**src/rtl/busPkg.sv**
```systemverilog
package busPkg;

    // payload widths on the bus
    typedef logic [31:0] dataT;
    typedef logic [31:0] addrT;

    // one enable per byte lane of dataT
    typedef logic [3:0] selT;

    // cpu side request code
    typedef logic [1:0] rwiT;

    // read 10, write 01, idle 00
    localparam rwiT rwiRead  = 2'b10;
    localparam rwiT rwiWrite = 2'b01;
    localparam rwiT rwiIdle  = 2'b00;

    // 11 is reserved and treated like idle by the manager

endpackage

```
**src/rtl/mapPkg.sv**
```systemverilog
package mapPkg;

    import busPkg::*;

    // word sram region, size aligned
    localparam addrT sramBase  = 32'h0000_0000;
    localparam int   sramWords = 256;
    localparam int   sramIdxW  = $clog2(sramWords);
    localparam addrT sramMask  = ~(addrT'(sramWords * 4) - 1);

    // control register region, size aligned
    localparam addrT regBase  = 32'h0000_1000;
    localparam int   regSpan  = 256;
    localparam int   regOffW  = $clog2(regSpan);
    localparam addrT regMask  = ~(addrT'(regSpan) - 1);

    // scratch words sit at offsets 0x0 to 0xC
    localparam int scratchCount = 4;
    localparam int scratchIdxW  = $clog2(scratchCount);

    // read only count of scratch writes
    localparam addrT writeCountOffset = 32'h0000_0010;

endpackage

```
**src/rtl/regSlave.sv**
```systemverilog
`timescale 1ns/1ps

module regSlave import busPkg::*, mapPkg::*; (
    input  logic clk,
    input  logic rstN,
    input  logic stb,
    input  logic we,
    input  addrT adr,
    input  dataT datW,
    input  selT  sel,
    output logic ack,
    output dataT datR
);

    typedef logic [regOffW-3:0] wordOffT;

    dataT scratch [scratchCount];
    dataT writeCount;

    // wait state between strobe and ack
    logic waitStep;

    wordOffT wordOff;
    logic [scratchIdxW-1:0] idx;
    logic isScratch;
    logic isCount;

    assign wordOff   = adr[regOffW-1:2];
    assign idx       = wordOff[scratchIdxW-1:0];
    assign isScratch = wordOff < wordOffT'(scratchCount);
    assign isCount   = wordOff == writeCountOffset[regOffW-1:2];

    // strobe, wait, then a single ack pulse
    always_ff @(posedge clk) begin
        if (!rstN) begin
            waitStep <= 1'b0;
            ack      <= 1'b0;
        end else begin
            waitStep <= stb && !ack && !waitStep;
            ack      <= waitStep;
        end
    end

    // the access itself happens on the edge that raises ack
    always_ff @(posedge clk) begin
        if (!rstN) begin
            for (int i = 0; i < scratchCount; i++) begin
                scratch[i] <= '0;
            end
            writeCount <= '0;
        end else if (waitStep && we && isScratch) begin
            for (int i = 0; i < 4; i++) begin
                if (sel[i]) begin
                    scratch[idx][8*i +: 8] <= datW[8*i +: 8];
                end
            end
            writeCount <= writeCount + dataT'(1);
        end
    end

    // unused offsets read as zero
    always_ff @(posedge clk) begin
        if (waitStep) begin
            if (isScratch) begin
                datR <= scratch[idx];
            end else if (isCount) begin
                datR <= writeCount;
            end else begin
                datR <= '0;
            end
        end
    end

endmodule

```
**config.mk**
```make
export PLATFORM = sky130hd
export DESIGN_NAME = regSlave
export DESIGN_NICKNAME = d
export VERILOG_FILES = /design/src/rtl/busPkg.sv /design/src/rtl/mapPkg.sv /design/src/rtl/regSlave.sv
export SDC_FILE = /design/constraint.sdc
export NUM_CORES = 1
export LEC_CHECK = 0
export ABC_AREA = 1
export BUFFER_PORTS_ARGS = -buffer_cell sky130_fd_sc_hd__buf_2
export CORE_UTILIZATION = 63
export CTS_CLUSTER_SIZE = 12
export DETAILED_ROUTE_END_ITERATION = 10
export MAX_ROUTING_LAYER = met4
export PLACE_DENSITY = 0.85
export SLEW_MARGIN = 20
export SYNTH_ARGS = -nofsm -noshare
export SYNTH_HDL_FRONTEND = slang
export SYNTH_SLANG_ARGS = --single-unit
```
**constraint.sdc**
```tcl
create_clock -name clk -period 8.63 [get_ports clk]
set_clock_uncertainty 0.1 [all_clocks]
set_input_delay 0.863 -clock clk [delete_from_list [all_inputs] [get_ports clk]]
set_output_delay 0.863 -clock clk [all_outputs]
set_load 0.02 [all_outputs]
```
# == Yosys cells after proc, flatten, opt, wreduce, memory -nomap -nowiden ==
# Memory sizes are Yosys's and may differ from the RTL's.
# Index checks and enable logic that the tools add are counted.
# totals
register_bits,66
ramBits,128
inputBits,72
out_inout_bits,33
mem_count,1
# op_classes
n_addsub,1
magnitude_cmp,1
eq_ne,1
mux,22
n_reduce_logical,7
# mem_list
name,depth,word_bits,rd,rd_ports_with_merged_regs,write_ports,line,source
scratch,4,32,1,0,4,regSlave.sv:17,dataT scratch [scratchCount];
# ops
operator,n
two-way mux 32 bit,3
adder 32 x 1 -> 32 bit (second input constant),1
OR reduction 32 bit,1
two-way mux 1 bit,17
equality test 6 x 3 -> 1 bit (second input constant),1
less-than comparator 6 x 3 -> 1 bit (second input constant),1
logical AND 1 bit,4
two-way mux 4 bit,1
logical NOT 1 bit,2
two-way mux 2 bit,1

# == Depth between registers and ports, before layout ==
# logic_depth
ltp_word,7
mapped_depth,11
depth_no_buf,11

# == Worst setup path before layout ==
# OpenSTA, ideal clock, no wires.
# synth_timing
path_type,register to register
start,register waitStep
end,"memory scratch[0][0] in the netlist's numbering, enable pin"
setup_ns,0.329
t_arrival_ns,2.306
required_time_ns,8.201
path_slack_ns,5.895
stages_incl_launch_ff,8
n_path_buf,1
period_less_slack_ns,2.735
path_cell_list,dfxtp_1 nand2_2 inv_2 nand3_2 buf_2 o21ai_2 nand3_2 nand2_1
# synth_lines
item,line,source
"start, declared",regSlave.sv:21,logic waitStep;
"start signal, assigned",regSlave.sv:39,waitStep <= stb && !ack && !waitStep;
"end, declared",regSlave.sv:17,

# == Worst setup path after layout ==
# layout_timing
start,input adr[3]
end,"register datR[31], data pin"
# layout_via
elab_chain_cells,3
word_cells_on_any_way,5
classes_between,1 x order compare; 1 x eq/ne; 2 x mux; 1 x memory
# layout_lines
item,line,source
"start, declared",regSlave.sv:8,"input addrT adr,"
branches (longest 2 deep; another with less-than comparator 6 x 3 -> 1 bit),--,
two-way mux 32 bit (*),regSlave.sv:64,if (isScratch) begin
"end signal, assigned",regSlave.sv:65,datR <= scratch[idx];
"end signal, assigned",regSlave.sv:67,datR <= writeCount;
"end, declared",regSlave.sv:12,output dataT datR
# Every way passes the cells marked *.
# A chain may end at the register's enable or synchronous reset.

==> key figures <==
Status
  – Outcome: complete, no violations

Die
  – Die area: ~0.014 mm2
  – Die width: around 120 um
  – Core Region: between 0.01 and 0.015 mm2
  – Rows: 42
  – # IOs: approximately 110
  – Initial core utilization: 65.4%
  – Chip height: 120 um

Clock network
  – Total CTS buffers: 17
  – Clock Latency Late Sink: 0.44 ns
  – TritonCTS clock tree: done
  – Clock Sinks: 194
  – Clk buf depth: 2
  – Post_cts resized: 0
  – Clock-pin slew on the worst setup and hold paths: 0.07 ns
  – H-Tree Depth: 4
  – Number of hold buffers added after CTS: 0
  – Post-CTS setup repair buffer count: 0
  – CTS Root Buffer Type: clkbuf_16

Worst setup path
  – Crit-path cells: buf_2, inv_1, nand4_1, buf_4, o21ai_0
  – WS Path Type: input port to flop
  – Critical Path RT: 8.68 ns
  – Worst path bufs/invs: 3
  – WP data arrival: between 3 and 4 ns
  – CP Capture Type: flop
  – Max stage delay cell, worst path: inv_1
  – CP max FO: 39
  – Max incr delay on CP: between 0.7 and 0.8 ns
  – Family with the most delay on the worst path: buffers and inverters
  – Critical Path Start Type: input port

Cells and area
  – FILL cells: around 1000
  – Area Growth Syn to Fin: 12.5%
  – Fin nets: 1077
  – Commonest non-fill, non-tap cell in the layout: nor2_1
  – Cell Count, Final, Fillers Out: approximately 1200
  – Commonest non-fill, non-tap cells in the layout: 218 x nor2_1, 162 x nand2_1, 160 x edfxtp_1, 111 x o21ai_0, 97 x inv_1
  – Share of cells above drive strength 1: between 10% and 20%
  – Antenna diodes: 0

Global route
  – Pin count of the biggest net entering global routing: 73
  – First-pass GRT wire length: approximately 32000 um
  – Antenna violations before repair: 0
  – Vias in the first global route: approximately 6400
  – Congestion Overflow GR: 0
  – Gr usage total: between 30% and 40%

Yosys
  – Mapped Area: between 0.008 and 0.009 mm2
  – Ys Warns: 0
  – Syn nets: ~1000
  – Syn_area_per_cell: 9.36 um2
  – Seq/Total Area, Yosys: approximately 62%
  – Distinct cells, synth: 31
  – Mapped Cells: 940
  – Synth Register Bits: 194

Detailed routing
  – DR WL/cell: around 17 um
  – Iteration-0 DRC Markers: ~860
  – First-pass DRT Iterations: 6
  – Detailed Route WL: 19800 um
  – DR vias: between 6000 and 7000
  – Vias per cell: between 5 and 6
  – Post-route DRC: 0
  – Post-route ant nets: 0

STA
  – Fmax: 318 MHz
  – Worst Tran Pin Value: about 1.1 ns
  – Setup-failing EPs final: 0
  – Relative slew slack: about 28%
  – Fin crit share: a little over a third
  – RSZ-0062 raised after global routing: no
  – Fin. max-slew vios: 0
  – Final hold viol count: 0
  – Period minus WS final: around 3.1 ns
  – Setup TNS: 0 ns

Power
  – Cell Pwr Density: 198 mW/mm2
  – Total chip power: approximately 2.0 mW
  – Max VDD drop: ~150 uV
  – Leakage power: 3.79 nW

Placement
  – Placed insts: ~1200
  – Gpl congestion: ~0.97
  – Post-DP HPWL: 12600 um
  – Port-buffer cells: 78

Job
  – Max-capacitance violation count: 0

Hold path
  – Worst Hold Class: flop to flop
cell type report:
type                       count  area [um2]  share of cell area (%)
multi-input combinational    609        2780                    28.1
clock buffer                  26         553                    5.59
inverter                     100         375                    3.79
tap                          176         220                    2.23
sequential                   194        5490                    55.4
clock inverter                 6        60.1                   0.607
timing repair buffer          82         420                    4.25
registers in the layout, indices dropped and copies added, names as in the netlist:
| register | flops |
|---|---|
| ack | 1 |
| datR | 32 |
| writeCount | 32 |
| waitStep | 1 |
| scratch | 128 |
cells by family (layout without fill, tap and decap cells):
family | Yosys count | after routing | synth area share [%]
xor gates and xnor gates | 3 | 3 | 0.299
adders and majority gates | 1 | 1 | 0.142
and+or+nand+nor | 436 | 436 | 20.8
AOI/OAI and AO/OA | 169 | 169 | 10.4
DFF | 194 | 194 | 62.3
buffers and inverters | 137 | 214 | 6.04
cells in the mapped netlist:
cell type,number,area [um2]
nor2_4,1,11.3
nand2_2,2,12.5
buf_4,3,22.5
o21a_1,1,7.51
o21ai_2,1,8.76
nand3_2,13,130
nor3b_1,1,7.51
o21ai_1,3,15.0
dfxtp_1,34,681
inv_2,2,7.51
clkinv_1,1,3.75
o211ai_4,1,21.3
o22ai_1,32,200
ha_1,1,12.5
a21oi_1,17,85.1
edfxtp_1,160,4800
xor2_1,3,26.3
buf_2,5,25.0
nor4_1,1,6.26
nand4_1,9,56.3
nor3_1,8,40.0
a31oi_1,3,18.8
nor2_8,2,40.0
inv_1,97,364
o21ai_0,111,556
nor2_1,218,818
nor2_2,4,25.0
nand2_1,162,608
buf_1,1,3.75
clkbuf_1,28,105
nand3_1,15,75.1
where the power goes:
part / internal, mW / total [mW] / leakage, nW / switching [mW]
clock network: 0.473 / 0.807 / 0.303 / 0.335
registers: 1.04 / 1.04 / 1.89 / 0.00723
logic: 0.0293 / 0.105 / 1.59 / 0.0753
worst register-to-register path, delay by kind of cell, from the launching register on:
kind            cells  cell delay, ns
compound gates      1            0.45
buf+inv             1            0.08
flops               1            0.35
simple gates        4            1.14
final timing paths:
check | from | to | slack, ns | depth (start not counted)
max | adr[3] | datR[31] | 5.49 | 5
min | ack | waitStep | 0.37 | 1
max reg2reg | waitStep | scratch[2][12] | 6.16 | 6
min reg2reg | ack | waitStep | 0.37 | 1
metrics by stage:
stage / cell area, um2 / worst slack, ns / hold WS (ns) / utilization, %
6_report: 9900 / 5.49 / 0.368 / 73.6
5_1_grt: 9900 / 5.38 / 0.386 / 73.6
4_1_cts: 9900 / 5.59 / 0.360 / 73.6
3_5_place_dp: 9280 / 5.13 / 0.352 / 69.0
3_3_place_gp: 9280 / 5.11 / 0.340 / 69.0
2_1_floorplan: 8800 / 5.89 / 0.355 / -
per-layer routing:
layer / vias up / wire [um] / part of all wire, % / GRT usage [%]
met2: 342 / 9820 / 50 / 48.6
li1: 3271 / - / - / -
met3: 50 / 1590 / 8.0 / 5.00
met4: 0 / 505 / 2.5 / 12.3
met5: - / 0 / 0 / -
met1: 3155 / 7920 / 40 / 38.7
No activity file was read; power rests on OpenSTA's default activity.
