--- src/rtl/busPkg.sv ---
package busPkg;

    // payload widths on the bus
    typedef logic [31:0] dataT;
    typedef logic [31:0] addrT;

    // one enable per byte lane of dataT
    typedef logic [3:0] selT;

    // cpu side request code
    typedef logic [1:0] rwiT;

    // read 10, write 01, idle 00
    localparam rwiT rwiRead  = 2'b10;
    localparam rwiT rwiWrite = 2'b01;
    localparam rwiT rwiIdle  = 2'b00;

    // 11 is reserved and treated like idle by the manager

endpackage

--- src/rtl/mapPkg.sv ---
package mapPkg;

    import busPkg::*;

    // word sram region, size aligned
    localparam addrT sramBase  = 32'h0000_0000;
    localparam int   sramWords = 256;
    localparam int   sramIdxW  = $clog2(sramWords);
    localparam addrT sramMask  = ~(addrT'(sramWords * 4) - 1);

    // control register region, size aligned
    localparam addrT regBase  = 32'h0000_1000;
    localparam int   regSpan  = 256;
    localparam int   regOffW  = $clog2(regSpan);
    localparam addrT regMask  = ~(addrT'(regSpan) - 1);

    // scratch words sit at offsets 0x0 to 0xC
    localparam int scratchCount = 4;
    localparam int scratchIdxW  = $clog2(scratchCount);

    // read only count of scratch writes
    localparam addrT writeCountOffset = 32'h0000_0010;

endpackage

--- src/rtl/wbDecoder.sv ---
`timescale 1ns/1ps

module wbDecoder import busPkg::*, mapPkg::*; (
    input  logic clk,
    input  logic rstN,
    input  addrT adr,
    input  logic stb,
    input  logic cyc,
    input  logic sramAck,
    input  dataT sramDatR,
    input  logic regAck,
    input  dataT regDatR,
    output logic sramStb,
    output logic regStb,
    output logic ack,
    output logic err,
    output dataT datR
);

    logic hitSram;
    logic hitReg;
    logic unmapped;
    logic active;

    // set one cycle after an unmapped strobe
    logic errAck;

    // both regions are aligned to their size, so a mask is enough
    assign hitSram  = (adr & sramMask) == sramBase;
    assign hitReg   = (adr & regMask) == regBase;
    assign unmapped = !hitSram && !hitReg;

    assign active = stb && cyc;

    // at most one slave sees the strobe
    assign sramStb = active && hitSram;
    assign regStb  = active && hitReg;

    // nobody else answers an unmapped address, so the decoder
    // closes the cycle itself
    always_ff @(posedge clk) begin
        if (!rstN) begin
            errAck <= 1'b0;
        end else begin
            errAck <= active && unmapped && !errAck;
        end
    end

    assign ack = sramAck || regAck || errAck;
    assign err = errAck;

    // data of whichever slave answered, zero on an error ack
    always_comb begin
        if (sramAck) begin
            datR = sramDatR;
        end else if (regAck) begin
            datR = regDatR;
        end else begin
            datR = '0;
        end
    end

endmodule

--- config.mk ---
export PLATFORM = sky130hd
export DESIGN_NAME = wbDecoder
export DESIGN_NICKNAME = d
export VERILOG_FILES = /design/src/rtl/busPkg.sv /design/src/rtl/mapPkg.sv /design/src/rtl/wbDecoder.sv
export SDC_FILE = /design/constraint.sdc
export NUM_CORES = 1
export LEC_CHECK = 0
export BUFFER_PORTS_ARGS = -buffer_cell sky130_fd_sc_hd__clkbuf_2
export CAP_MARGIN = 5
export CORE_AREA = 2 2 53 55
export CTS_CLUSTER_DIAMETER = 40
export DETAILED_ROUTE_END_ITERATION = 8
export DIE_AREA = 0 0 55 57
export GPL_ROUTABILITY_DRIVEN = 0
export PLACE_DENSITY = 0.85
export SLEW_MARGIN = 30
export SYNTH_ARGS = -nofsm -noshare
export SYNTH_HDL_FRONTEND = slang
export SYNTH_SLANG_ARGS = --single-unit
--- constraint.sdc ---
create_clock -name clk -period 1.2 [get_ports clk]
set_input_delay 0.24 -clock clk [delete_from_list [all_inputs] [get_ports clk]]
set_output_delay 0.24 -clock clk [all_outputs]
set_load 0.01 [all_outputs]
; Word-level counts from Yosys, hierarchy flattened
; Cells that the tools add are included.
[classes]
n_reduce_logical = 12
n_mux = 2
n_eq_ne = 1
[ops]
columns = operator, count
row1 = $mux 32, 2
row2 = $logic_not 32->1, 1
row3 = $eq 24x5->1 const B, 1
row4 = $logic_and 1x1->1, 6
row5 = $logic_not 1->1, 3
row6 = $logic_or 1x1->1, 2
[word_totals]
regBits = 1
out_inout_bits = 36
elab_cells = 16
in_bits = 102

; Longest topological paths before layout
; Gate-level depths: netlist of run 1.
[depth]
depth_word = 5
mapped_depth = 4
depth_no_buf = 3

; Worst setup path before layout of run 1
; Ideal clock, no wire load.
[synth_path]
kind = in2out
from = in adr[25]
to = out sramStb
slack_ns = -0.136
stages = 3
required_ns = 0.960
path_buffers = 0
t_arrival_ns = 1.096
cell_sequence = nor4_2 nand4_1 nor4_1
[synth_via]
elab_chain_cells = 2
[synth_rtl]
columns = item, line_no
row1 = from (decl), wbDecoder.sv:6  ; input addrT adr,
row2 = $logic_not 32->1, wbDecoder.sv:29  ; assign hitSram = (adr & sramMask) == sramBase;
row3 = $logic_and 1x1->1, wbDecoder.sv:36  ; assign sramStb = active && hitSram;
row4 = to (decl), wbDecoder.sv:13  ; output logic sramStb,
; No other way between the ends.

; Worst setup path in the final report of run 1
; Ends and elaborated chain as after synthesis.

==> results by group, run 1 <==
Status
  • Outcome: complete, but fails checks
  • Failing checks: setup timing

Synthesis
  • Largest area contributor in the netlist: a22o_1
  • Synth Cell Area: 461.7 sq um
  • Synth top area share: 0.5691
  • Ranking of synthesized cells by area: a22o_1 57%, nor4_2 8.1%, nand2_1 4.9%
  • Syn_nets: 164
  • Register area share after synthesis: 0.04336
  • Yosys reg bits: 1
  • Cell count after synthesis: 62
  • Avg Inst Size Synth: 7.447 sq um
  • Synth warnings: 0
  • Netlist cell types: 15

Die
  • Die height: 57 microns
  • Core area: 2615 sq um
  • # IOs: 138
  • Die area: 3135 sq um
  • Die width: 55 microns
  • Initial core utilization: 0.1766
  • Rows: 19

Routing
  • Via count: 1078
  • Residual DRC: 0
  • Final wirelength: 2855 microns
  • ANT nets after route: 0
  • Starting DRT DRC Count: 8
  • Top routing layer used: met4
  • Detailed-router iteration count before antenna repair: 2
  • DR WL met2: 1458 microns
  • Vias/cell: 4.770
  • Met3 WL: 363 microns
  • Met1 wire length: 1016 microns
  • WL/cell: 12.63 microns

CTS
  • CTS Hold Buffers Added: 0
  • Latest clock arrival within the worst-skew pair: 0 ns
  • Worst-path clk slew: 0 ns

Timing
  • Hold_ws: 0.5182 ns
  • Final Hold Fails: 0
  • Least-Margin Pin Slew: 0.2294 ns
  • Peak Freq: 0.7022 GHz
  • Final Skew: 0 ns
  • Setup repair after global routing missed its margin: true
  • Min Tclk post-route: 1.424 ns
  • Setup WS post-layout: -0.2240 ns
  • Slew HR: 0.8467
  • Max-slew violations: 0
  • Fin crit share: 1.187
  • Final count of negative-setup-slack endpoints: 33

Global routing
  • Gr usage total: 0.1454
  • Vias in the first global route: 881
  • First-pass GRT wire length: 3615 microns
  • Initial antenna violation count: 0
  • Grt ovf: 0
  • Pin count of the biggest net entering global routing: 28

Worst setup path
  • Crit start category: input port
  • Crit path capture: sramStb
  • Critical Path RT: 0.96 ns
  • Crit end category: primary output
  • RR Startpoint: err
  • Setup slack, reg-to-reg: 0.52 ns
  • Crit-path max FO: 3
  • R2R Path End: err
  • Crit path kind: input port to primary output
  • Signal arrival time at the worst endpoint: 1.18 ns
  • Worst Setup SP: adr[25]
  • Reg2reg path depth: 2

Power and ir drop
  • Leak Pwr: 0.7922 nW
  • Pint: 0.3179 mW
  • Comb power frac: 0.930
  • Clk pwr share: 0
  • Worst IR Drop VDD: 185.9 uV
  • Cell Pwr Density: 383.1 nW/um^2
  • Tot Pwr: 0.5139 mW
  • Sw Share: 0.3813
  • NetSw: 0.1960 mW
  • Flop pwr share: 0.070

Final layout
  • Layout Nets: 299
  • Share of cells above drive strength 1: 0.7538
  • Diodes inserted: 0
  • Max reg flops: 1
  • P&R area growth vs syn: 190.5%

Worst hold path
  • Hold Crit Start: err
  • Worst hold path class: flop to flop

Place
  • Port bufs: 129
  • DP Wirelength: 2220 microns

Job
  • Max-Cap Viols: 0
## metal layers
layer,track usage,up-vias
li1,-,528
met1,0.1656,480
met2,0.2789,68
met3,0.03665,2
met4,0,0
met5,0,-
## worst min-delay path by stage
stage / endpoint / slack, ns / depth (start not counted)
after detailed placement: err / 0.52 / 2
after CTS: err / 0.52 / 2
after floorplan: err / 0.48 / 2
final: err / 0.52 / 2
after global placement: err / 0.52 / 2
after global routing: err / 0.55 / 2
## cell families after synthesis
logic type	synth area share
and+or+nand+nor	0.2791
AOI/OAI and AO/OA	0.6098
buffers and inverters	0.06775
DFF	0.04336
## cells in the final DEF, fill, tap and decap left out, drive strengths merged
cell type	instances
a22o	30
nor2	2
nand2	6
nand4	2
nor4	5
nor3	2
clkbuf	95
nor2b	2
buf	45
or3	1
dfxtp	1
nor3b	1
o31a	1
o21ai	2
## final cells by class
cell class / instances / area [sq um]
fillers: 273 / 1274
multi-input cells: 54 / 452.9
flip-flops and latches: 1 / 20.02
well taps: 31 / 38.79
repair buffers: 140 / 829.5
## per-stage QoR
step	utilization	cells	setup slack, ns	TNS [ns]	instance area, sq um
2_1_floorplan	-	62	-0.05470	-0.08370	467.9
3_3_place_gp	0.4488	220	-0.2678	-1.046	1174
3_5_place_dp	0.4488	220	-0.2835	-1.125	1174
4_1_cts	0.4718	223	-0.1773	-2.590	1234
5_1_grt	0.5129	226	-0.2651	-3.558	1341
6_report	0.5129	226	-0.2240	-1.753	1341
## critical path: stages
cell	delay, ns
buf_6	0.10
nor4_4	0.27
nand4_1	0.23
nor4_2	0.18
buf_2	0.17
## power groups by stage
stage	Clock, mW	Sequential, mW	Combinational, mW
global placement	0	0.0361	0.420
detailed placement	0	0.0361	0.425
floorplan	0	0.0368	0.169
CTS	0	0.0362	0.449
finish	0	0.0361	0.478
global route	0	0.0363	0.525
## synthesized netlist by cell type
cell type  number
dfxtp_1         1
clkbuf_1        3
buf_2           4
nand4_1         2
o21ai_0         2
nor4_2          3
o31a_1          1
nand2_1         6
a22o_1         30
nor2b_1         2
nor4_1          2
nor3b_1         1
or3_1           1
nor2_1          2
nor3_1          2
## timing repair
action,in CTS,in global routing
gates resized for setup,5,51
pin swaps,5,5
cloned,1,2
buffers inserted,2,3
setup endpoints to repair,34,33
(Power assumes the default switching activity.)
==> inputs of run 2 (changes only) <==
- PLACE_DENSITY: 0.85 -> 0.77
==> results by group, run 2 (synthesis gave the netlist of run 1 again) <==
Status
  • Outcome: complete, but fails checks (unchanged)
  • Failing checks: setup timing (unchanged)

Final layout
  • Register area: 20.02 sq um (unchanged)
  • Post-Layout Cell Count: 229 (was 226)
  • Diodes inserted: 0 (unchanged)
  • FILL cells: 278 (was 273)
  • Share of cells above drive strength 1: 0.7626 (was 0.7538)
  • Layout Nets: 302 (was 299)
  • Most frequent cells in the layout: 113 x clkbuf_2, 30 x a22o_1, 13 x buf_2, 5 x nand2_1, 5 x buf_4 (was 93 x clkbuf_2, 31 x buf_2, 30 x a22o_1, 6 x nand2_1)
  • Max reg flops: 1 (unchanged)
  • Area of the multi-input gates: 444.2 sq um (was 452.9 sq um)
  • Most common cell after layout, fill and taps aside: clkbuf_2 (unchanged)
  • P&R area growth vs syn: 206.5% (was 190.5%)

Timing
  • Final Hold Fails: 0 (unchanged)
  • Setup repair after global routing missed its margin: true (unchanged)
  • Setup WS post-layout: -0.1567 ns (was -0.2240 ns)
  • Least-Margin Pin Slew: 0.2170 ns (was 0.2294 ns)
  • Min Tclk post-route: 1.357 ns (was 1.424 ns)
  • Slew HR: 0.8540 (was 0.8467)
  • Fin crit share: 1.131 (was 1.187)
  • Final Skew: 0 ns (unchanged)
  • Peak Freq: 0.7371 GHz (was 0.7022 GHz)
  • Final count of negative-setup-slack endpoints: 34 (was 33)
  • Max-slew violations: 0 (unchanged)

Die
  • Die area: 3135 sq um (unchanged)
  • Core area: 2615 sq um (unchanged)
  • Initial core utilization: 0.1766 (unchanged)
  • Die width: 55 microns (unchanged)
  • Die height: 57 microns (unchanged)
  • # IOs: 138 (unchanged)
  • Rows: 19 (unchanged)

Place
  • Placed Cells incl. Taps: 221 (was 220)
  • DP Wirelength: 2247 microns (was 2220 microns)
  • Port bufs: 129 (unchanged)

Global routing
  • Initial antenna violation count: 0 (unchanged)
  • Pin count of the biggest net entering global routing: 16 (was 28)
  • First-pass GRT wire length: 4140 microns (was 3615 microns)
  • Gr usage total: 0.1707 (was 0.1454)
  • Vias in the first global route: 918 (was 881)
  • Grt ovf: 0 (unchanged)

Worst setup path
  • Slowest stage delay, CP: 0.25 ns (was 0.27 ns)
  • Crit path kind: input port to primary output (unchanged)
  • Crit end category: primary output (unchanged)
  • CP bufs+invs: 2 (unchanged)
  • Signal arrival time at the worst endpoint: 1.12 ns (was 1.18 ns)
  • Crit-path slowest cell: nor4_2 (was nor4_4)
  • Crit start category: input port (unchanged)
  • Most frequent CP cell: nor4_2
  • CP Cell Sequence: clkbuf_2 -> nor4_2 -> nand4_1 -> nor4_2 -> buf_2 (was buf_6 -> nor4_4 -> nand4_1 -> nor4_2 -> buf_2)
  • Critical Path RT: 0.96 ns (about the same)
  • Cell family with most CP delay: simple AND/OR/NAND/NOR gates (unchanged)
  • Crit-path max FO: 3 (unchanged)

Power and ir drop
  • Cell Pwr Density: 392.2 nW/um^2 (was 383.1 nW/um^2)
  • Leak Pwr: 0.8308 nW (was 0.7922 nW)
  • Worst IR Drop VDD: 262.8 uV (was 185.9 uV)
  • Tot Pwr: 0.5550 mW (was 0.5139 mW)

Routing
  • Detailed-router iteration count before antenna repair: 4 (was 2)
  • WL/cell: 13.20 microns (was 12.63 microns)
  • Vias/cell: 4.799 (was 4.770)
  • Via count: 1099 (was 1078)
  • Final wirelength: 3023 microns (was 2855 microns)
  • Residual DRC: 0 (unchanged)
  • Starting DRT DRC Count: 16 (was 8)
  • ANT nets after route: 0 (unchanged)

Job
  • Max-Cap Viols: 0 (unchanged)

CTS
  • Worst-path clk slew: 0 ns (about the same)
  • CTS Hold Buffers Added: 0 (unchanged)
  • Latest clock arrival within the worst-skew pair: 0 ns (about the same)

Worst hold path
  • Worst hold path class: flop to flop (unchanged)
[run 2: worst reg2reg max path: cells and delay by family (launching register included)]
kind            cells  cell delay, ns
flops               1            0.30
simple gates        1            0.18
compound gates      1            0.15
[run 2: path summary, 6_finish.rpt]
check / start / end / slack [ns] / cells past startpoint
setup reg to reg: err / err / 0.52 / 2
hold reg to reg: err / err / 0.53 / 2
setup / recovery: adr[25] / sramStb / -0.16 / 5
hold / removal: err / err / 0.53 / 2
[run 2: what timing repair did]
action | 4_1_cts | 5_1_grt
resized for setup | 16 | 20
endpoints found under the setup margin | 34 | 36
setup buffers | 3 | 3
pin swaps | 8 | 5
gates cloned | 4 | 2
[run 2: area by class of cell]
class	count	area share
Tap cell	31	0.02741
Multi-Input combinational cell	54	0.3139
Timing Repair Buffer	143	0.6446
Sequential cell	1	0.01415
[run 2: layer usage]
metal  vias up  track usage  share of wire
li1        537            -              -
met1       493       0.2042           0.34
met2        69       0.3418           0.55
met3         0     0.005236           0.11
met4         0            0              0
met5         -            0              0
[run 2: through the flow]
| step | hold slack [ns] | setup WS [ns] | TNS [ns] | utilization | instance area, sq um |
|---|---|---|---|---|---|
| finish | 0.5299 | -0.1567 | -1.723 | 0.5411 | 1415 |
| global placement | 0.5283 | -0.2442 | -2.759 | 0.4517 | 1181 |
| floorplan | 0.4815 | -0.05470 | -0.08370 | - | 467.9 |
| CTS | 0.5409 | -0.1744 | -3.322 | 0.5211 | 1363 |
| global route | 0.5829 | -0.2341 | -2.780 | 0.5411 | 1415 |
| detailed placement | 0.5409 | -0.2701 | -2.920 | 0.4517 | 1181 |
[run 2: power by group]
group	total (mW)	internal (mW)	leakage (nW)	switching, mW
Sequential	0.0363	0.0353	0.00820	0.000964
Combinational	0.519	0.312	0.823	0.207
Clock	0	0	0	0
