`src/rtl/busPkg.sv`:
```
package busPkg;

    // payload widths on the bus
    typedef logic [31:0] dataT;
    typedef logic [31:0] addrT;

    // one enable per byte lane of dataT
    typedef logic [3:0] selT;

    // cpu side request code
    typedef logic [1:0] rwiT;

    // read 10, write 01, idle 00
    localparam rwiT rwiRead  = 2'b10;
    localparam rwiT rwiWrite = 2'b01;
    localparam rwiT rwiIdle  = 2'b00;

    // 11 is reserved and treated like idle by the manager

endpackage

```
`src/rtl/wbManager.sv`:
```
`timescale 1ns/1ps

module wbManager import busPkg::*; (
    input  logic clk,
    input  logic rstN,
    input  rwiT  rwi,
    input  addrT addr,
    input  dataT wrData,
    input  selT  byteEn,
    input  logic ack,
    input  logic err,
    input  dataT datR,
    output addrT adr,
    output dataT datW,
    output selT  sel,
    output logic we,
    output logic stb,
    output logic cyc,
    output dataT rdData,
    output logic busy,
    output logic accessErr
);

    typedef enum logic [1:0] {
        idle,
        bus,
        done
    } stateT;

    stateT state;

    // response held from ack until busy falls
    dataT capData;
    logic capErr;

    logic request;

    assign request = (rwi == rwiRead) || (rwi == rwiWrite);

    // one cycle in flight, strobe covers the whole bus state
    assign stb  = (state == bus);
    assign cyc  = (state == bus);
    assign busy = (state != idle);

    always_ff @(posedge clk) begin
        if (!rstN) begin
            state <= idle;
        end else begin
            case (state)
                idle: begin
                    if (request) begin
                        state <= bus;
                    end
                end
                bus: begin
                    if (ack) begin
                        state <= done;
                    end
                end
                default: begin
                    state <= idle;
                end
            endcase
        end
    end

    // rwi is only looked at while idle
    always_ff @(posedge clk) begin
        if (state == idle && request) begin
            adr  <= addr;
            datW <= wrData;
            sel  <= byteEn;
            we   <= (rwi == rwiWrite);
        end
    end

    always_ff @(posedge clk) begin
        if (state == bus && ack) begin
            capData <= datR;
            capErr  <= err;
        end
    end

    // results move to the cpu side together with busy falling
    always_ff @(posedge clk) begin
        if (!rstN) begin
            rdData    <= '0;
            accessErr <= 1'b0;
        end else if (state == done) begin
            accessErr <= capErr;
            // writes keep the last read word visible
            if (!we) begin
                rdData <= capData;
            end
        end
    end

endmodule

```
`config.mk`:
```
export PLATFORM = sky130hd
export DESIGN_NAME = wbManager
export DESIGN_NICKNAME = d
export VERILOG_FILES = /design/src/rtl/busPkg.sv /design/src/rtl/wbManager.sv
export SDC_FILE = /design/constraint.sdc
export NUM_CORES = 1
export LEC_CHECK = 0
export BUFFER_PORTS_ARGS = -buffer_cell sky130_fd_sc_hd__buf_4
export CAP_MARGIN = 20
export CORE_MARGIN = 5
export CORE_UTILIZATION = 41
export CTS_BUF_LIST = sky130_fd_sc_hd__clkbuf_16
export CTS_CLUSTER_SIZE = 28
export DETAILED_ROUTE_END_ITERATION = 6
export PLACE_DENSITY = 0.71
export SYNTH_ARGS = -nofsm -noshare
export SYNTH_HDL_FRONTEND = slang
export SYNTH_SLANG_ARGS = --single-unit
```
`constraint.sdc`:
```
create_clock -name clk -period 6.2 [get_ports clk]
set_input_delay 1.24 -clock clk [delete_from_list [all_inputs] [get_ports clk]]
set_output_delay 1.24 -clock clk [all_outputs]
set_load 0.1 [all_outputs]
```
==> Yosys cells after proc, flatten, opt, wreduce, memory -nomap -nowiden <==
Cells that the tools add are included.
{ "word_totals": {"register_bits": 137, "out_inout_bits": 105} }
{ "op_classes": {"eq_ne": 6, "mux": 3, "bitwise_logic": 1, "n_reduce_logical": 7} }
{ "op_table": {"columns": ["cell", "count"], "rows": [
  ["2-bit by 1-bit equality test with 1-bit output (second input constant)", 2],
  ["2-bit equality test (second input constant)", 2],
  ["2-bit two-way mux", 2],
  ["2-bit != test (second input constant)", 2],
  ["2-bit case mux with 2 select lines", 1],
  ["2-bit AND reduction", 2],
  ["1-bit logical AND", 2],
  ["2-bit zero test", 1],
  ["2-bit nonzero test", 1],
  ["1-bit logical OR", 1],
  ["1-bit inverter", 1]
]} }

==> Depth between registers and ports, before layout <==
Gate-level depths: netlist of run 1.
{ "depth": {"depth_word": 4, "ltp_mapped": 4} }

==> Least setup slack after synthesis of run 1 <==
No wires, ideal clock.
{ "synth_timing": {"kind": "input-to-reg", "from": "in rwi[1]", "to": "reg adr[0] (enable)", "setup_ns": 0.497, "t_arrival_ns": 4.447, "slack_ns": 1.257, "path_stages": 3, "path_cell_list": "inv_1 > ha_1 > nor2_1"} }
{ "synth_via": {"elab_chain_cells": 3, "word_cells_on_any_way": 4} }
{ "synth_rtl": {"columns": ["item", "line_no", "source"], "rows": [
  ["start, declared", "wbManager.sv:6", "input rwiT rwi,"],
  ["2-bit equality test or 2-bit by 1-bit equality test with 1-bit output (tied branches)", "wbManager.sv:38", "assign request = (rwi == rwiRead) || (rwi == rwiWrite);"],
  ["1-bit logical OR (*)", "wbManager.sv:38", null],
  ["1-bit logical AND (*)", "wbManager.sv:69", "if (state == idle && request) begin"],
  ["end signal, assigned", "wbManager.sv:70", "adr <= addr;"],
  ["end, declared", "wbManager.sv:13", "output addrT adr,"]
]} }
Every way passes the cells marked *; elsewhere a longest branch is shown, timed or not.
A chain may end at the register's enable or synchronous reset.

==> Worst setup path after layout of run 1 <==
{ "layout_timing": {"from": "in rwi[0]", "to": "reg adr[27] (enable)"} }
The elaborated chain is that of the path after synthesis.

==> results of run 1 <==
==> Yosys cell counts <==
cell type | count | area share
edfxtp_1 | 102 | 0.70
dfxtp_1 | 35 | 0.16
nand2_1 | 32 | 0.027
nand3_1 | 32 | 0.036
o21ai_0 | 22 | 0.025
o21ai_1 | 10 | 0.011
clkbuf_1 | 4 | 0.0034
buf_2 | 3 | 0.0034
buf_6 | 3 | 0.0077
clkbuf_2 | 3 | 0.0034
and2_1 | 1 | 0.0014
and2b_1 | 1 | 0.0017
and3_1 | 1 | 0.0014
buf_4 | 1 | 0.0017
ha_1 | 1 | 0.0028
inv_1 | 1 | 0.00085
mux2_2 | 1 | 0.0026
mux2i_1 | 1 | 0.0023
nor2_1 | 1 | 0.00085
nor2b_1 | 1 | 0.0014
nor3b_1 | 1 | 0.0017
nor3b_4 | 1 | 0.0043
or2_2 | 1 | 0.0014
or2b_1 | 1 | 0.0017
==> layout make-up <==
type                            count  share of cell area
Tap cell                          136              0.0256
Sequential cell                   137               0.566
Clock buffer                       19              0.0715
Multi-Input combinational cell    108              0.0830
Clock inverter                     13              0.0132
Inverter                            1            0.000564
Timing Repair Buffer              213               0.240
==> how the worst max path moves through the flow <==
stage | slack, ns | startpoint | to | cells after the start
2_1_floorplan | 1.26 | rwi[1] | adr[0]$_DFFE_PP_ | 3
3_3_place_gp | 2.97 | rwi[0] | datW[19]$_DFFE_PP_ | 4
3_5_place_dp | 2.92 | rwi[0] | datW[20]$_DFFE_PP_ | 4
4_1_cts | 3.35 | rwi[0] | datW[0]$_DFFE_PP_ | 4
5_1_grt | 3.28 | rwi[0] | datW[5]$_DFFE_PP_ | 4
6_report | 3.37 | rwi[0] | adr[27]$_DFFE_PP_ | 4
==> per-layer routing <==
layer,GRT usage,share of wire,vias up
li1,-,-,1390
met1,0.189,0.39,1361
met2,0.269,0.50,154
met3,0.0642,0.11,5
met4,0.0505,0.0059,0
met5,0,0,-
==> power groups by stage <==
stage | registers, mW | logic (mW) | clock network [mW]
global route | 1.08 | 0.516 | 0.999
detailed placement | 1.09 | 0.506 | 0
CTS | 1.07 | 0.506 | 0.950
finish | 1.07 | 0.503 | 0.932
floorplan | 1.41 | 0.0529 | 0
global placement | 1.09 | 0.503 | 0
==> flip-flops by register name, indices dropped and copies added, names as in the netlist <==
register and flops:
capErr 1, accessErr 1, capData 32, rdData 32, sel 4, we 1
state 2, datW 32, adr 32
==> kinds of logic after synthesis <==
logic type	count (synthesis)	share of synthesized area
compound gates	32	0.0364
fa+ha+maj	1	0.00284
buf+inv	15	0.0205
flops	137	0.856
mux	2	0.00484
simple gates	73	0.0797
==> layout by cell type, fill, tap and decap left out, types with 2 or more instances in the layout <==
cell        netlist  routed
buf_4             1     213
edfxtp_1        102     102
dfxtp_1          35      35
nand2_1          32      32
nand3_1          32      32
o21ai_0          22      22
clkbuf_16         0      19
o21ai_1          10      10
inv_1             1       6
clkinv_2          0       4
clkinvlp_4        0       2
==> tightest hold or removal path: cells and delay by family, from the launching register on <==
kind | cells | cell delay, ns
DFF | 1 | 0.31
and+or+nand+nor | 1 | 0.05
AOI/OAI and AO/OA | 1 | 0.05
==> stage by stage <==
stage	util	instances	setup slack, ns	power (mW)	hold slack [ns]
2_1_floorplan	-	260	1.26	1.47	0.437
3_3_place_gp	0.585	595	2.97	1.59	0.440
3_5_place_dp	0.585	595	2.92	1.60	0.447
4_1_cts	0.639	627	3.35	2.53	0.456
5_1_grt	0.639	627	3.28	2.59	0.481
6_report	0.639	627	3.37	2.51	0.451
==> results.sh, run 1 <==
export IMPL_grt_usage=0.160
export IMPL_dieArea_mm2=0.0129
export IMPL_critPathKind="in -> reg"
export IMPL_synth_area_mm2=0.00440
export IMPL_cts_resized=0
export IMPL_gr_total_overflow=0
export IMPL_skew_ns=0.0104
export IMPL_path_clk_slew_ns=0.05
export IMPL_drtIter0Drc=133
export IMPL_synth_seq_area_share=0.856
export IMPL_outcome="finished clean"
export IMPL_period_share=0.456
export IMPL_r2r_cells=3
export IMPL_p_sw_mw=0.762
export IMPL_slew_headroom=0.498
export IMPL_synthToLayoutAreaGrowth_pct=51.2
export IMPL_ant_nets=0
export IMPL_maxCapViolations=0
export IMPL_cts_buffers=17
export IMPL_grt_first_pass_wirelength_um=15700
export IMPL_core_area_mm2=0.0104
export IMPL_vias_per_cell=4.64
export IMPL_clk_path_buf_depth=2
export IMPL_synth_warnings=0
export IMPL_r2r_end="adr[27]$_DFFE_PP_"
export IMPL_power_switching_share=0.304
export IMPL_critPathMostFrequentCell="buf_4"
export IMPL_setup_violations=0
export IMPL_r2r_slack_ns=3.99
export IMPL_std_cell_rows=37
export IMPL_cts_max_level=4
export IMPL_min_path_cells=2
export IMPL_yosysUniqueCellTypes=24
export IMPL_p_int_mw=1.75
export IMPL_rsz0062_at_grt="false"
export IMPL_multi_input_area_um2=552
export IMPL_synth_seq_cells=137
export IMPL_wl_um=10400
export IMPL_clock_latency_ns=0.40
export IMPL_clock_sinks=137
export IMPL_post_dp_hpwl_um=7610
export IMPL_hp_start="rdData[22]$_SDFFE_PN0P_"
export IMPL_diodes=0
export IMPL_rr_startpoint="state[0]$_SDFFE_PN0P_"
export IMPL_finalHoldViolations=0
export IMPL_grt_pass1_vias=2891
export IMPL_leakagePower_nw=2.73
export IMPL_regArea_mm2=0.00376
export IMPL_cts_tree="yes"
export IMPL_cp_start_kind="primary input"
export IMPL_cp_arrival_ns=2.87
export IMPL_finalInstanceArea_mm2=0.00665
export IMPL_comb_power_share=0.200
export IMPL_seqPwrFrac=0.428
export IMPL_wl_per_cell_um=16.6
export IMPL_cp_buffers_inverters=2
export IMPL_io_pins=211
export IMPL_min_path_type="reg -> reg"
export IMPL_syn_nets=367
export IMPL_crit_chain="buf_4 > ha_1 > nor2_4 > buf_4"
export IMPL_grt_max_degree=68
export IMPL_worstHoldEndpoint="rdData[22]$_SDFFE_PN0P_"
export IMPL_worstPathRequired_ns=6.24
export IMPL_cts_setup_buffers=0
export IMPL_crit_slowest_cell="nor2_4"
export IMPL_vdd_ir_drop_max_v=0.000156
export IMPL_antenna_found_initial=0
export IMPL_drive_above_1_share=0.495
export IMPL_drv_slew=0
export IMPL_syn_area_per_cell_um2=16.9
export IMPL_die_height_um=114
export IMPL_vias=2910
export IMPL_end_kind="flip-flop"
export IMPL_port_buffers=210
export IMPL_die_width_um=114
export IMPL_initial_core_util=0.422
export IMPL_ctsHoldBuffers=0
export IMPL_cts_root_buffer="clkbuf_16"
export IMPL_tightest_slew_ns=0.751
export IMPL_fmax_mhz=354
export IMPL_synthCells=260
export IMPL_place_congestion=0.775
export IMPL_critical_path_top_delay_family="buffers and inverters"
export IMPL_layout_min_cycle_time_ns=2.83
export IMPL_tns_ns=0
export IMPL_placed_cell_area_mm2=0.00609
export IMPL_cpPeakStageDelay_ns=0.61
export IMPL_p_per_area_mw_per_mm2=377
export IMPL_fin_nets=585
export IMPL_drt_pass1_iterations=5
export IMPL_crit_fanout=42
export IMPL_fill_cells=767
export IMPL_drc_errors=0
export IMPL_p_clk_frac=0.372
Note: power is estimated with default switching activity, not from simulation.
==> inputs of run 2 (changes only) <==
Settings changed: PLACE_DENSITY 0.71 to 0.74.
Clock period 6.2 ns to 2.5 ns, I/O delays scaled along.
==> results.sh, run 2 (synthesis gave the netlist of run 1 again) <==
export IMPL_crit_fanout=5
export IMPL_crit_slowest_cell="dfxtp_1"
export IMPL_pre_cts_ws_ns=0.728
export IMPL_end_kind="primary output"
export IMPL_rsz0062_at_grt="false"
export IMPL_fin_ws_ns=0.640
export IMPL_io_pins=211
export IMPL_comb_power_share=0.198
export IMPL_setup_violations=0
export IMPL_grt_pass1_vias=2921
export IMPL_vias=2927
export IMPL_power_switching_share=0.300
export IMPL_dieArea_mm2=0.0129
export IMPL_cts_root_buffer="clkbuf_16"
export IMPL_wl_um=10200
export IMPL_stdcell_count=626
export IMPL_finalHoldViolations=0
export IMPL_die_height_um=114
export IMPL_vias_per_cell=4.68
export IMPL_diodes=0
export IMPL_cp_arrival_ns=1.36
export IMPL_drtIter0Drc=125
export IMPL_gr_total_overflow=0
export IMPL_post_dp_hpwl_um=7550
export IMPL_ant_nets=0
export IMPL_cp_start_kind="flip-flop"
export IMPL_slew_headroom=0.496
export IMPL_grt_max_degree=70
export IMPL_clock_latency_ns=0.40
export IMPL_path_clk_slew_ns=0.06
export IMPL_port_buffers=210
export IMPL_cp_buffers_inverters=1
export IMPL_drc_errors=0
export IMPL_vdd_ir_drop_max_v=0.000481
export IMPL_cts_buffers=17
export IMPL_dp_cells=594
export IMPL_drive_above_1_share=0.502
export IMPL_maxCapViolations=0
export IMPL_worstPathRequired_ns=2.00
export IMPL_p_per_area_mw_per_mm2=947
export IMPL_std_cell_rows=37
export IMPL_layout_common_cells="buf_4, edfxtp_1, dfxtp_1"
export IMPL_core_area_mm2=0.0104
export IMPL_antenna_found_initial=0
export IMPL_cts_resized=0
export IMPL_crit_chain="and2b_1 > buf_4"
export IMPL_cts_tree="yes"
export IMPL_min_path_type="in -> reg"
export IMPL_grt_usage=0.157
export IMPL_drv_slew=0
export IMPL_cts_max_level=4
export IMPL_fmax_mhz=538
export IMPL_tns_ns=0
export IMPL_wl_per_cell_um=16.2
export IMPL_fin_nets=584
export IMPL_cts_setup_buffers=0
export IMPL_p_clk_frac=0.381
export IMPL_tightest_slew_ns=0.756
export IMPL_total_power_mw=6.32
export IMPL_p_int_mw=4.43
export IMPL_p_sw_mw=1.89
export IMPL_cpPeakStageDelay_ns=0.43
export IMPL_place_congestion=0.781
export IMPL_final_common_cell="buf_4"
export IMPL_initial_core_util=0.422
export IMPL_grt_first_pass_wirelength_um=15600
export IMPL_skew_ns=0.00609
export IMPL_period_share=0.744
export IMPL_ctsHoldBuffers=0
export IMPL_drt_pass1_iterations=4
export IMPL_clock_sinks=137
export IMPL_synthToLayoutAreaGrowth_pct=51.9
export IMPL_die_width_um=114
export IMPL_clk_path_buf_depth=2
export IMPL_outcome="finished clean"
export IMPL_leakagePower_nw=2.73
export IMPL_critical_path_top_delay_family="flip-flops"
export IMPL_critPathKind="reg -> out"
export IMPL_seqPwrFrac=0.421
export IMPL_layout_min_cycle_time_ns=1.86
==> run 2: power groups by stage <==
stage / logic [mW] / registers [mW] / clock network, mW
2_1_floorplan: 0.135 / 3.49 / 0
3_3_place_gp: 1.25 / 2.70 / 0
3_5_place_dp: 1.26 / 2.71 / 0
4_1_cts: 1.26 / 2.66 / 2.47
5_1_grt: 1.28 / 2.67 / 2.57
6_report: 1.25 / 2.66 / 2.41
==> run 2: path summary, 6_finish.rpt <==
check,from,to,slack [ns],depth (start not counted)
worst max-delay path,state[0]$_SDFFE_PN0P_,stb,0.64,2
worst min-delay path,datR[31],capData[31]$_DFFE_PP_,0.27,1
worst max register to register,state[0]$_SDFFE_PN0P_,capData[14]$_DFFE_PP_,0.80,2
worst min register to register,rdData[28]$_SDFFE_PN0P_,rdData[28]$_SDFFE_PN0P_,0.45,2
==> run 2: cell type report <==
cell class	instances	area [µm²]
repair buffers	212	1600
clock inverters	15	160
clock buffers	17	425
multi-input cells	108	553
inverters	1	3.75
fillers	755	3740
well taps	136	170
flip-flops and latches	137	3760
==> run 2: through the flow <==
| stage | cell area [µm²] | util | hold slack (ns) |
|---|---|---|---|
| after floorplan | 4410 | - | 0.437 |
| after global placement | 6090 | 0.585 | 0.440 |
| after detailed placement | 6090 | 0.585 | 0.442 |
| after CTS | 6680 | 0.641 | 0.247 |
| after global routing | 6680 | 0.641 | 0.250 |
| final | 6680 | 0.641 | 0.268 |
==> run 2: worst register-to-register path, delay by kind of cell (launching register included) <==
family | cells | cell delay (ns)
flops | 1 | 0.43
simple gates | 2 | 0.88
==> run 2: routing by layer <==
layer / vias up / GRT usage / share of wire / wire length, µm
met2: 152 / 0.256 / 0.50 / 5050
met4: 0 / 0.0601 / 0.0059 / 60
met1: 1372 / 0.184 / 0.38 / 3870
met5: - / 0 / 0 / 0
met3: 8 / 0.0700 / 0.12 / 1170
li1: 1395 / - / - / -
